[src/agu_consts.svh]
`ifndef AGU_CONSTS_SVH
`define AGU_CONSTS_SVH

//////////////////////////////
// address and counter widths
//////////////////////////////

`define AGU_ADDR_W     10  // byte address.
`define AGU_PERIOD_W   10  // period and duty counters.
`define AGU_DELAY_W    16  // start delay counter.

//////////////////////////////
// data path
//////////////////////////////

`define AGU_DATA_W     32
`define AGU_OFFSET_W   2   // log2 of bytes per word.

// address buffer entries, power of two.
`define AGU_FIFO_DEPTH 4

`endif

[src/agu_pkg.sv]
`default_nettype none

`include "agu_consts.svh"

package agu_pkg;

  //////////////////////////////
  // vector types
  //////////////////////////////

  typedef logic [`AGU_ADDR_W-1:0]   addr_t;   // byte address.
  typedef logic [`AGU_PERIOD_W-1:0] period_t;
  typedef logic [`AGU_DELAY_W-1:0]  delay_t;
  typedef logic [`AGU_DATA_W-1:0]   data_t;

  // byte address with the offset dropped.
  typedef logic [`AGU_ADDR_W-`AGU_OFFSET_W-1:0] word_idx_t;

  //////////////////////////////
  // generator fsm
  //////////////////////////////

  typedef enum logic [1:0] {
    GEN_IDLE,
    GEN_DELAY,
    GEN_STREAM
  } gen_state_t;

endpackage

`default_nettype wire

[src/addr_fifo.sv]
`default_nettype none

`include "agu_consts.svh"

module addr_fifo import agu_pkg::*; (
  input  wire        clk_i,
  input  wire        rst_i,
  input  wire        flush_i,

  // write side.
  input  wire        push_i,
  input  wire addr_t push_addr_i,
  output logic       full_o,

  // read side.
  input  wire        pop_i,
  output logic       empty_o,
  output addr_t      head_o
);

  localparam int PTR_W = $clog2(`AGU_FIFO_DEPTH);

  addr_t            mem [`AGU_FIFO_DEPTH];
  logic [PTR_W-1:0] wr_ptr;
  logic [PTR_W-1:0] rd_ptr;
  logic [PTR_W:0]   count;

  assign full_o  = count == (PTR_W + 1)'(`AGU_FIFO_DEPTH);
  assign empty_o = count == '0;
  assign head_o  = mem[rd_ptr];  // valid only while not empty.

  //////////////////////////////
  // pointers and occupancy
  //////////////////////////////

  always_ff @(posedge clk_i or posedge rst_i) begin
    if (rst_i) begin
      wr_ptr <= '0;
      rd_ptr <= '0;
      count  <= '0;
    end else if (flush_i) begin
      wr_ptr <= '0;
      rd_ptr <= '0;
      count  <= '0;
    end else begin
      if (push_i) begin
        wr_ptr <= wr_ptr + 1'b1;  // wraps, depth is a power of two.
      end
      if (pop_i) begin
        rd_ptr <= rd_ptr + 1'b1;
      end
      if (push_i && !pop_i) begin
        count <= count + 1'b1;
      end else if (pop_i && !push_i) begin
        count <= count - 1'b1;
      end
    end
  end

  //////////////////////////////
  // storage
  //////////////////////////////

  always_ff @(posedge clk_i) begin
    if (push_i) begin
      mem[wr_ptr] <= push_addr_i;
    end
  end

endmodule

`default_nettype wire

[config.mk]
export PLATFORM = sky130hd
export DESIGN_NAME = addr_fifo
export DESIGN_NICKNAME = d
export VERILOG_FILES = /design/src/agu_pkg.sv /design/src/addr_fifo.sv
export VERILOG_INCLUDE_DIRS = /design/src /design/src/src
export SDC_FILE = /design/constraint.sdc
export NUM_CORES = 1
export LEC_CHECK = 0
export BUFFER_PORTS_ARGS = -buffer_cell sky130_fd_sc_hd__buf_2
export CAP_MARGIN = 20
export CELL_PAD_IN_SITES_DETAIL_PLACEMENT = 0
export CELL_PAD_IN_SITES_GLOBAL_PLACEMENT = 2
export CORE_ASPECT_RATIO = 1.75
export CORE_UTILIZATION = 38
export DETAILED_ROUTE_END_ITERATION = 7
export GPL_TIMING_DRIVEN = 0
export PLACE_DENSITY = 0.77
export SYNTH_ARGS = -nofsm -noshare
export SYNTH_HDL_FRONTEND = slang
export SYNTH_SLANG_ARGS = --single-unit
[constraint.sdc]
create_clock -name clk_i -period 1.5 [get_ports clk_i]
set_clock_uncertainty 0.15 [all_clocks]
set_input_delay 0.075 -clock clk_i [delete_from_list [all_inputs] [get_ports clk_i]]
set_output_delay 0.075 -clock clk_i [all_outputs]
set_load 0.02 [all_outputs]
# Word level (Yosys, flattened, before mapping)
# Memory sizes are Yosys's and may differ from the RTL's.
# Cells that the tools add are included.
# W data, S select, Z words.
# word_totals
n_memories,1
wordCells,26
ff_bits,7
mem_bits_rw,40
inputBits,15
# mem_list
name,depth,word_bits,rd,rd_ports_with_merged_regs,wr,line,source
mem,4,10,1,0,1,addr_fifo.sv:23,addr_t mem [`AGU_FIFO_DEPTH];
# classes
n_mux,9
addsub,4
n_reduce_logical,8
eq_ne,1
# op_table
cell,n
$mux W3,3
$mux W2,4
$add A2 B1 Y2 const B,2
$reduce_bool A2 Y1,2
$add A3 B1 Y3 const B,1
$eq A3 B3 Y1 const B,1
$logic_not A3 Y1,1
$reduce_bool A3 Y1,1
$sub A3 B1 Y3 const B,1
$logic_and A1 B1 Y1,2
$logic_not A1 Y1,2
$mux W1,2

# Depth between registers and ports, before layout
# depth
word_depth,5
mapped_depth,6

# Worst setup path before layout
# Ideal clock, no wire load.
# synth_path
path_kind,reg-to-reg
start,reg count[0]
end,reg count[2]
slack_ps,-56
required_time_ps,1262
arrival_time_ps,1318
setup_time_ps,88
period_less_slack_ps,1556
path_stages_with_launch,6
path_cell_list,dfrtp_1 -> inv_1 -> fa_1 -> and3b_2 -> o21ai_1 -> nor3b_1
# synth_between
elab_chain_len,4
word_cells_on_any_way,5
# synth_rtl
element,line,source
from (decl),addr_fifo.sv:26,logic [PTR_W:0] count;
from (signal assigned),addr_fifo.sv:53,count <= count + 1'b1;
from (signal assigned),addr_fifo.sv:55,count <= count - 1'b1;
$sub A3 B1 Y3,addr_fifo.sv:55,
$mux W3,addr_fifo.sv:54,end else if (pop_i && !push_i) begin
$mux W3 (*),addr_fifo.sv:52,if (push_i && !pop_i) begin
$mux W3 (*),addr_fifo.sv:41,end else if (flush_i) begin
# Mark *: on every way between the ends. The rest lies on a longest branch, timed or not. The select of a mux whose other input is x is not followed.
# A chain may end at the register's enable or synchronous reset.

# Final worst setup path
# layout_path
start,reg rd_ptr[0]
end,out head_o[5]
# layout_between
elab_chain_len,1
# layout_rtl
element,line,source
from (decl),addr_fifo.sv:25,logic [PTR_W-1:0] rd_ptr;
from (signal assigned),addr_fifo.sv:50,rd_ptr <= rd_ptr + 1'b1;
$mem_v2 Z4 W10,-,
to (decl),addr_fifo.sv:18,output addr_t head_o
# Every way passes these cells.

==> summary.txt <==
status: finished with violations
failing checks: setup timing
Max clock buf depth: 2
Tcrit/Tclk final: 116.9%
H-tree depth: 2
Clock Tree Root: clkbuf_8
Synth Register Bits: 47
Synth Instances: 97
crit-path max cell delay: 0.50 ns
Post-synth EDFFs: 40
die height: 95.77 microns
CP cell instances: buf_12 > mux4_2 > buf_2
antenna violations before repair: 0
cell area power density: 1168 mW/mm^2
die span in x: 55.59 microns
post-synth top area share: 62.91%
DRT Wirelength: 3.200 mm
share of cells above drive strength 1: 44.97%
reg2reg end: count[2]$_DFFE_PP0P_
number of vias per cell: 5.065
remaining global-route overflow: 0
hold depth: 4
Yosys top cell by area: edfxtp_1
Slowest cell on crit path: mux4_2
Skew-Pair Late Insertion Delay: 0.29 ns
vias in the first global route: 1100
Arrival @ worst endpoint: 1.53 ns
most instantiated cells after synthesis: edfxtp_1, mux4_2, dfrtp_1
worst-path maximum fanout: 9
CTS sink cnt: 47
DRC violation total after the first TritonRoute iteration: 14
final setup vio count: 11
max_cap viols: 0
Max-Slew Margin vs Limit: 80.53%
Least-Margin Pin Slew: 0.2921 ns
die area: 0.005323 sq mm
I/O pin cnt: 27
synth unique cells: 24
DPL Wire Length: 2.129 mm
Global Route Usage Sum: 13.38%
n_diodes: 0
Main synth FF type: edfxtp_1
setup ws final: -0.2541 ns
r2r setup slk: -0.05 ns
routed via count: 1018
Routed WL per cell: 15.92 microns
count leader, synth: edfxtp_1
Post-Syn Area: 0.001909 sq mm
fmax: 0.5701 GHz
final weighted congestion in routability-driven placement: 0.6418
RSZ-0062 raised after global routing: true
startpoint of the worst register-to-register path: count[1]$_DFFE_PP0P_
number of buffers created by CTS: 5
Worst setup EP type: output pin
num rows: 33
Worst Hold End: rd_ptr[1]$_DFFE_PP0P_
Area Overhead vs Synth: 28.24%
Clock Pin Slew Worst Setup and Hold Paths: 0.08 ns
Syn Nets: 117
Design Power: 0.002860 W
antenna viol nets, final: 0
worst reg2reg path depth: 5
# port buffers: 25
pins over their slew limit: 0
CP Class: reg -> out
crit path time final: 1.754 ns
largest net degree at the start of global routing: 14
Avg Cell Area, Syn: 19.68 sq um
Final Hold Fails: 0
CTS tree: built
worst hold start: pop_i
setup TNS: -2.339 ns
fillcell total: 389
Synth area leaders: edfxtp_1, mux4_2, dfrtp_1, mux4_1, ha_1
DRC: 0
Post-synth ARST share: 14.89%
required time of the critical path: 1.27 ns
worst slack, placed: -0.2068 ns
Max IR drop VDD: 0.0007517 V
first-pass GRT wire length: 5.099 mm
area of the core: 0.004748 sq mm
critical path launch point type: register
Leakage Power: 0.9186 nW
Yosys warnings: 0
min-delay worst type: in -> reg
TritonRoute pass-1 iters: 4
final core occ: 51.57%
Final nets: 169
Starting Density: 40.21%
register area share after synthesis: 72.08%
==> sequential cells by signal, indices dropped and copies added, names as in the netlist <==
| signal | cells |
|---|---|
| mem | 40 |
| rd_ptr | 2 |
| count | 3 |
| wr_ptr | 2 |
==> worst max path at each step <==
stage / start / endpoint / slack [ns] / depth (start not counted)
after global routing: rd_ptr[0]$_DFFE_PP0P_ / head_o[4] / -0.30 / 3
after CTS: rd_ptr[0]$_DFFE_PP0P_ / head_o[5] / -0.26 / 3
after floorplan: count[0]$_DFFE_PP0P_ / count[2]$_DFFE_PP0P_ / 0.009 / 5
final: rd_ptr[0]$_DFFE_PP0P_ / head_o[5] / -0.25 / 3
after global placement: wr_ptr[0]$_DFFE_PP0P_ / mem[0][1]$_DFFE_PP_ / -0.15 / 3
after detailed placement: wr_ptr[0]$_DFFE_PP0P_ / mem[0][9]$_DFFE_PP_ / -0.21 / 3
==> stage by stage <==
step	std cells	hold slack [ns]	cell area, sq um
6_report	201	0.06712	2449
5_1_grt	201	0.09276	2449
3_5_place_dp	174	-0.1261	2117
4_1_cts	200	0.05211	2421
3_3_place_gp	174	-0.1354	2117
2_1_floorplan	97	-0.2716	1927
==> cells in the final DEF, fill, tap and decap left out, types with 3 or more instances in the layout <==
cell / Yosys / layout
buf_2: 1 / 23
clkbuf_8: 0 / 5
dlygate4sd3_1: 0 / 15
buf_6: 2 / 3
nor2_1: 6 / 6
buf_4: 0 / 6
dfrtp_1: 7 / 6
ha_1: 4 / 4
mux4_2: 8 / 10
and2_4: 0 / 3
edfxtp_1: 40 / 40
inv_1: 5 / 3
==> cells by family after synthesis <==
kind of cell	count (synthesis)	synth area share, %
flops	47	72.08
mux	11	12.71
compound gates	2	0.9171
simple gates	20	5.963
fa+ha+maj	5	3.670
xor+xnor	4	2.229
buf+inv	8	2.424
==> where the power goes <==
part           internal, W  switching (W)  leakage [nW]
registers          0.00149      0.0000325         0.458
clock network     0.000488       0.000380        0.0513
logic             0.000235       0.000233         0.409
==> metal layers <==
layer	part of all wire (%)	up-vias	track usage, %
met5	0	-	0
met4	3.0	0	7.917
met3	4.2	10	3.495
met2	57	29	25.90
met1	35	508	12.31
li1	-	471	-
==> critical path: cells and delay by family (launching register included) <==
kind,cells,cell delay [ns]
flip-flops,1,0.41
multiplexers,1,0.50
buffers and inverters,2,0.32
==> final cells by class <==
class                   instances  area, sq um  area share [%]
plain buffers                   3        36.28           1.482
clock buffers                   6        72.57           2.964
clock inverters                 1        30.03           1.226
inverters                       5        18.77          0.7665
multi-input cells              42        520.5           21.26
flip-flops and latches         47         1378           56.26
well taps                      52        65.06           2.657
repair buffers                 45        327.8           13.39
==> timing repair <==
| action | in CTS | in global routing |
|---|---|---|
| hold buffers | 15 | 0 |
| buffers inserted | 4 | 1 |
| pin swaps | 2 | 4 |
| resized for setup | 14 | 7 |
| endpoints found under the setup margin | 51 | 31 |
| hold endpoints to repair | 54 | 0 |
Power figures use the tool's default switching activity.
