<file path="config.mk">
export PLATFORM = sky130hd
export DESIGN_NAME = addr_gen
export DESIGN_NICKNAME = d
export VERILOG_FILES = /design/src/agu_pkg.sv /design/src/addr_gen.sv
export VERILOG_INCLUDE_DIRS = /design/src /design/src/src
export SDC_FILE = /design/constraint.sdc
export NUM_CORES = 1
export LEC_CHECK = 0
export BUFFER_PORTS_ARGS = -buffer_cell sky130_fd_sc_hd__clkbuf_2
export CORE_MARGIN = 1.5
export CORE_UTILIZATION = 46
export DETAILED_ROUTE_END_ITERATION = 8
export GPL_TIMING_DRIVEN = 0
export PLACE_DENSITY = 0.74
export SYNTH_ARGS = -nofsm -noshare
export SYNTH_HDL_FRONTEND = slang
export SYNTH_SLANG_ARGS = --single-unit
</file>
<file path="constraint.sdc">
create_clock -name clk_i -period 7.46 [get_ports clk_i]
set_clock_uncertainty 0.1 [all_clocks]
set_input_delay 1.492 -clock clk_i [delete_from_list [all_inputs] [get_ports clk_i]]
set_output_delay 1.492 -clock clk_i [all_outputs]
set_load 0.01 [all_outputs]
</file>
<file path="src/agu_consts.svh">
`ifndef AGU_CONSTS_SVH
`define AGU_CONSTS_SVH

//////////////////////////////
// address and counter widths
//////////////////////////////

`define AGU_ADDR_W     10  // byte address.
`define AGU_PERIOD_W   10  // period and duty counters.
`define AGU_DELAY_W    16  // start delay counter.

//////////////////////////////
// data path
//////////////////////////////

`define AGU_DATA_W     32
`define AGU_OFFSET_W   2   // log2 of bytes per word.

// address buffer entries, power of two.
`define AGU_FIFO_DEPTH 4

`endif

</file>
<file path="src/agu_pkg.sv">
`default_nettype none

`include "agu_consts.svh"

package agu_pkg;

  //////////////////////////////
  // vector types
  //////////////////////////////

  typedef logic [`AGU_ADDR_W-1:0]   addr_t;   // byte address.
  typedef logic [`AGU_PERIOD_W-1:0] period_t;
  typedef logic [`AGU_DELAY_W-1:0]  delay_t;
  typedef logic [`AGU_DATA_W-1:0]   data_t;

  // byte address with the offset dropped.
  typedef logic [`AGU_ADDR_W-`AGU_OFFSET_W-1:0] word_idx_t;

  //////////////////////////////
  // generator fsm
  //////////////////////////////

  typedef enum logic [1:0] {
    GEN_IDLE,
    GEN_DELAY,
    GEN_STREAM
  } gen_state_t;

endpackage

`default_nettype wire

</file>
<file path="src/addr_gen.sv">
`default_nettype none

`include "agu_consts.svh"

module addr_gen import agu_pkg::*; (
  input  wire        clk_i,
  input  wire        rst_i,

  input  wire        run_i,

  // job configuration, stable during a job.
  input  wire addr_t   iterations_i,
  input  wire period_t period_i,
  input  wire period_t duty_i,
  input  wire delay_t  delay_i,
  input  wire addr_t   start_i,
  input  wire addr_t   shift_i,  // signed.
  input  wire addr_t   incr_i,   // signed.

  output logic       valid_o,
  input  wire        ready_i,
  output addr_t      addr_o,

  output logic       done_o
);

  gen_state_t state;
  delay_t     delay_cnt;
  period_t    per;
  addr_t      iter;
  addr_t      incr_step;
  addr_t      shift_step;
  logic       per_last;
  logic       iter_last;
  logic       accept;

  // scaled to bytes, two's complement wraps modulo the address width.
  assign incr_step  = incr_i << `AGU_OFFSET_W;
  assign shift_step = shift_i << `AGU_OFFSET_W;

  // one bit wider so a full counter does not wrap in the compare.
  assign per_last  = ({1'b0, per} + 1'b1) >= {1'b0, period_i};
  assign iter_last = ({1'b0, iter} + 1'b1) >= {1'b0, iterations_i};

  assign accept = valid_o && ready_i;

  always_ff @(posedge clk_i or posedge rst_i) begin
    if (rst_i) begin
      state     <= GEN_IDLE;
      delay_cnt <= '0;
      per       <= '0;
      iter      <= '0;
      addr_o    <= '0;
      valid_o   <= 1'b0;
      done_o    <= 1'b1;
    end else if (run_i) begin
      delay_cnt <= delay_i;
      addr_o    <= start_i;
      per       <= '0;
      iter      <= '0;
      done_o    <= 1'b0;
      if (delay_i == '0) begin
        state   <= GEN_STREAM;
        valid_o <= 1'b1;
      end else begin
        state   <= GEN_DELAY;
        valid_o <= 1'b0;
      end
    end else begin
      case (state)
        GEN_DELAY: begin
          if (delay_cnt == delay_t'(1)) begin  // first address after delay + 1 cycles.
            state   <= GEN_STREAM;
            valid_o <= 1'b1;
          end
          delay_cnt <= delay_cnt - 1'b1;
        end
        GEN_STREAM: begin
          if (accept) begin
            if (per_last && iter_last) begin
              state   <= GEN_IDLE;
              valid_o <= 1'b0;
              done_o  <= 1'b1;
            end else if (per_last) begin
              // end of iteration.
              addr_o <= addr_o + shift_step;
              per    <= '0;
              iter   <= iter + 1'b1;
            end else begin
              if (per < duty_i) begin
                addr_o <= addr_o + incr_step;
              end
              per <= per + 1'b1;
            end
          end
        end
        default: state <= GEN_IDLE;
      endcase
    end
  end

endmodule

`default_nettype wire

</file>
[After elaboration in Yosys (flattened, before gate mapping)]
Index checks and enable logic that the tools add are counted.
Word-level totals
  input port bits: 80
  logic and storage cells: 74
  output and inout port bits: 12
  bits in registers: 50
Operators by class
  reductions and logical operators: 16
  eq/ne operators: 7
  magnitude comparators: 3
  muxes and demuxes: 34
  add/subtract/negate cells: 7
Operators with widths (number)
  $mux 10: 16
  $mux 16: 2
  $add 10x1->11 const B: 2
  $ge 11x10->1: 2
  $add 10x1->10 const B: 2
  $add 10x10->10: 2
  $eq 16x1->1 const B: 1
  $logic_not 16->1: 1
  $sub 16x1->16 const B: 1
  $reduce_and 4->1: 3
  $lt 10x10->1: 1
  $mux 2: 5
  $reduce_bool 2->1: 5
  $mux 1: 9
  $ne 3x3->1 const B: 3
  $reduce_and 3->1: 3
  $reduce_bool 3->1: 2
  $pmux 2 s2: 1
  $eq 2x1->1 const B: 1
  $eq 2x2->1 const B: 1
  $logic_and 1x1->1: 2
  $ne 2x2->1 const B: 1
  $pmux 1 s2: 1

[Logic depth before layout (Yosys ltp)]
  depth after elaboration: 7
  mapped depth: 20

[Worst setup path before layout]
No wires, ideal clock.
  path type: input -> register
  from: input period_i[6]
  to: register addr_o[8]
  arrival time: 4.595 ns
  cell stages on the path: 17
  setup slack: 2.639 ns
  data required time: 7.235 ns
  cells stage by stage: inv_1 -> ha_1 -> nand4_1 -> and3_1 -> o21ai_0 -> a21o_1 -> buf_2 -> mux2_2 -> ha_1 -> fa_1 -> a21o_1 -> a21oi_1 -> o21bai_1 -> a21oi_1 -> xor2_1 -> o21ai_0 -> mux2_4
On the way
  cells in the longest elaborated chain, start to end: 6
RTL lines
  from (decl): RTL line addr_gen.sv:13  | input wire period_t period_i,
  $ge 11x10->1 *: RTL line addr_gen.sv:42  | assign per_last = ({1'b0, per} + 1'b1) >= {1'b0, period_i};
  $mux 10: RTL line addr_gen.sv:84  | end else if (per_last) begin
  $mux 10: RTL line addr_gen.sv:80  | if (per_last && iter_last) begin
  $mux 10: RTL line addr_gen.sv:79  | if (accept) begin
  $mux 10: RTL line addr_gen.sv:70  | case (state)
  $mux 10: RTL line addr_gen.sv:56  | end else if (run_i) begin
  to (signal assigned): RTL line addr_gen.sv:58  | addr_o <= start_i;
  to (signal assigned): RTL line addr_gen.sv:86  | addr_o <= addr_o + shift_step;
  to (signal assigned): RTL line addr_gen.sv:91  | addr_o <= addr_o + incr_step;
  to (decl): RTL line addr_gen.sv:22  | output addr_t addr_o,
Every way passes the cells marked *; elsewhere a longest branch is shown, timed or not. The select of a mux whose other input is x is not followed.
A chain may end at the register's enable or synchronous reset.

[Final worst setup path]
  from: input period_i[2]
  to: register addr_o[8]
Same word-level chain as after synthesis.

==> summary.txt <==
Synth
  • Post-synth EDFFs: 0
  • Post-synthesis sequential area ratio: 0.325
  • Syn Area/Cell: 8.83 um^2
  • Post-synth top area share: 0.318
  • Post-synth ARST share: 1.00
  • Post-synth top cells: 56 x nand2_1, 49 x dfrtp_1, 48 x o21ai_0
  • Post-Syn Area: 0.00386 mm^2
  • Main flop type after synthesis: dfrtp_1
  • Flops & latches, synth: 50
  • Synth warnings: 0
  • Yosys cell types: 50
  • Top-count cell post-synth: nand2_1
  • Yosys top cell by area: dfrtp_1
  • Synth Net Count: 559
  • Synth area leaders: dfrtp_1 32%, ha_1 13%, o21ai_0 6.2%
  • Post-Synthesis Cells: 437

Global route
  • Antenna violations before repair: 0
  • Largest net degree at the start of global routing: 34
  • Gr usage total: 0.200
  • Number of global-route vias before repair: 3267
  • First-pass GRT wire length: 14300 um
  • Grt total ovfl: 0

Critical path
  • CP Capture Type: register
  • Critical Path AT: 5.13 ns
  • Worst reg2reg endpoint: addr_o[8]
  • CP Max Fanout: 10
  • R2R depth: 19
  • Worst Setup Path Type: in -> reg
  • Worst reg-to-reg setup slack: 2.54 ns
  • Crit. Startpoint: period_i[2]
  • Crit path launch type: input pin
  • Worst endpoint required time: 7.55 ns
  • R2r startpoint: per[2]
  • Setup crit end: addr_o[8]

Power and ir drop
  • PD cells: 204 mW/mm^2
  • Leakage: 2.28 nW
  • Total power draw: 0.930 mW
  • VDD IR-drop max: 0.152 mV

Timing
  • Slew headroom: 0.525
  • Unrepaired setup endpoints after global routing: false
  • Final setup viols: 0
  • Tightest Pin Transition: 0.695 ns
  • Period utilisation layout: 0.675
  • Setup_tns: 0 ns
  • Fmax: 198 MHz
  • Endpoints failing hold: 0
  • Fin crit period: 5.04 ns
  • Final Max Tran Viols: 0

Final layout
  • FF/Latch Area: 0.00125 mm^2
  • FILL cells: 778
  • Share of post-route cells with drive strength above 1: 0.237
  • Area delta synth->final: 18.1%
  • Post-layout util: 0.558
  • Total area of multi-input combinational cells: 0.00242 mm^2
  • Ant. Diodes: 0
  • Final nets: 654

Floorplan
  • Die Span X: 94.6 um
  • CORE AREA: 0.00818 mm^2
  • Row cnt: 33
  • DIE HEIGHT: 94.6 um
  • Die ar.: 0.00895 mm^2
  • # IOs: 92
  • Starting Density: 0.472

Placed design
  • Detail Placement HPWL: 6900 um
  • GPL Wtd Cong: 0.849
  • Buffers on Ports: 87

CTS
  • Sink Count: 50
  • Post-cts gate resize count: 0
  • Clk Tree Root Cell: clkbuf_8
  • CTS clock-pin slew for the worst setup and hold paths: 0.09 ns
  • Cts bufs inserted: 5
  • Total setup buffers inserted after CTS: 0
  • Hold buffer count at cts: 0
  • CTS tree: yes
  • H-tree depth: 2
  • Maximum clock insertion buffer count: 2
  • Clk Latency, worst-skew pair: 0.30 ns

Detailed routing
  • Starting DRT DRC Count: 197
  • First drt pass iteration count: 5
  • Via Count: 3491
  • Vias per Instance: 5.48
  • Wirelength per Cell: 13.7 um
  • Final WL: 8700 um
  • Final ANT Viol Nets: 0
  • DRC violations left: 0

Run status
  • Status: finished, final reports clean

Min path
  • Worst hold-check path type: reg -> reg

Flow run
  • Maxcap violations: 0
## cell families (layout without fill, tap and decap cells)
kind of cell,after synthesis,in the layout,synth area share
buffers and inverters,48,143,0.0493
xor gates and xnor gates,38,38,0.0863
adders and majority gates,42,42,0.138
muxes,20,20,0.0649
AOI/OAI and AO/OA,99,99,0.161
DFF,50,50,0.325
and+or+nand+nor,140,140,0.176
## layout make-up
class	instances	share of cell area
inverter	35	0.0288
buffer	13	0.0129
clock inverter	1	0.00659
clock buffer	6	0.0181
timing repair buffer	88	0.0999
sequential	50	0.275
tap	105	0.0288
multi-input combinational	339	0.530
## registers in the layout, summed over array words and instances, names as in the netlist
signal     flops
valid_o        1
delay_cnt     16
per           10
done_o         1
addr_o        10
iter          10
state          2
## routing by layer
layer,wire (um),GRT usage
met1,3960,0.260
met2,4240,0.348
met3,334,0.0258
met4,167,0.0547
met5,0,0
## stage by stage
stage / setup WS, ns / cell area [um^2] / hold slack, ns / std cells
final: 2.42 / 4560 / 0.419 / 637
after CTS: 2.42 / 4560 / 0.423 / 637
after global placement: 2.16 / 4430 / 0.389 / 629
after floorplan: 2.64 / 3860 / 0.392 / 437
after global routing: 2.18 / 4560 / 0.447 / 637
after detailed placement: 2.09 / 4450 / 0.403 / 630
## how the worst min path moves through the flow
stage	startpoint	to	slack, ns	cells past startpoint
3_5_place_dp	addr_o[0]	addr_o[0]	0.40	1
6_report	addr_o[0]	addr_o[0]	0.42	1
2_1_floorplan	iter[6]	iter[6]	0.39	2
3_3_place_gp	addr_o[0]	addr_o[0]	0.39	1
4_1_cts	addr_o[0]	addr_o[0]	0.42	1
5_1_grt	addr_o[0]	addr_o[0]	0.45	1
## placed cells by master (no fill, tap or decap), types with 3 or more instances in the layout
cell type,netlist,final
clkbuf_2,0,87
nand2_1,56,56
dfrtp_1,49,49
o21ai_0,48,48
ha_1,41,41
inv_1,35,34
xnor2_1,26,26
a21oi_1,18,18
nand3_1,18,18
nor2_1,18,18
xor2_1,12,12
mux2_2,12,12
clkbuf_1,9,9
nor4_1,8,8
nand2b_1,7,7
mux2_4,7,7
and3_1,6,6
nor3_1,6,6
clkbuf_8,0,6
nor2b_1,5,5
a21o_1,5,5
nand4_1,4,4
o211ai_1,4,4
or3_1,4,4
a32o_1,4,4
o21a_1,3,3
## critical path, stage by stage
cell and delay [ns]:
clkbuf_2 0.07, inv_1 0.03, ha_1 0.28, a21o_1 0.10, a31oi_1 0.04, o21ai_0 0.40
a21o_1 0.22, buf_2 0.27, mux2_2 0.38, ha_1 0.21, fa_1 0.41, a21o_1 0.20
a21oi_1 0.23, o21bai_1 0.09, a21oi_1 0.17, xor2_1 0.15, o21ai_0 0.09, mux2_4 0.28
## report_power, final
part           internal [mW]  leakage [nW]  switching, mW  total, mW
combinational          0.174          1.59          0.188      0.363
sequential             0.318         0.636         0.0535      0.372
clock                  0.107        0.0573         0.0885      0.196
total                  0.600          2.28          0.330      0.930
(Power assumes the default switching activity.)
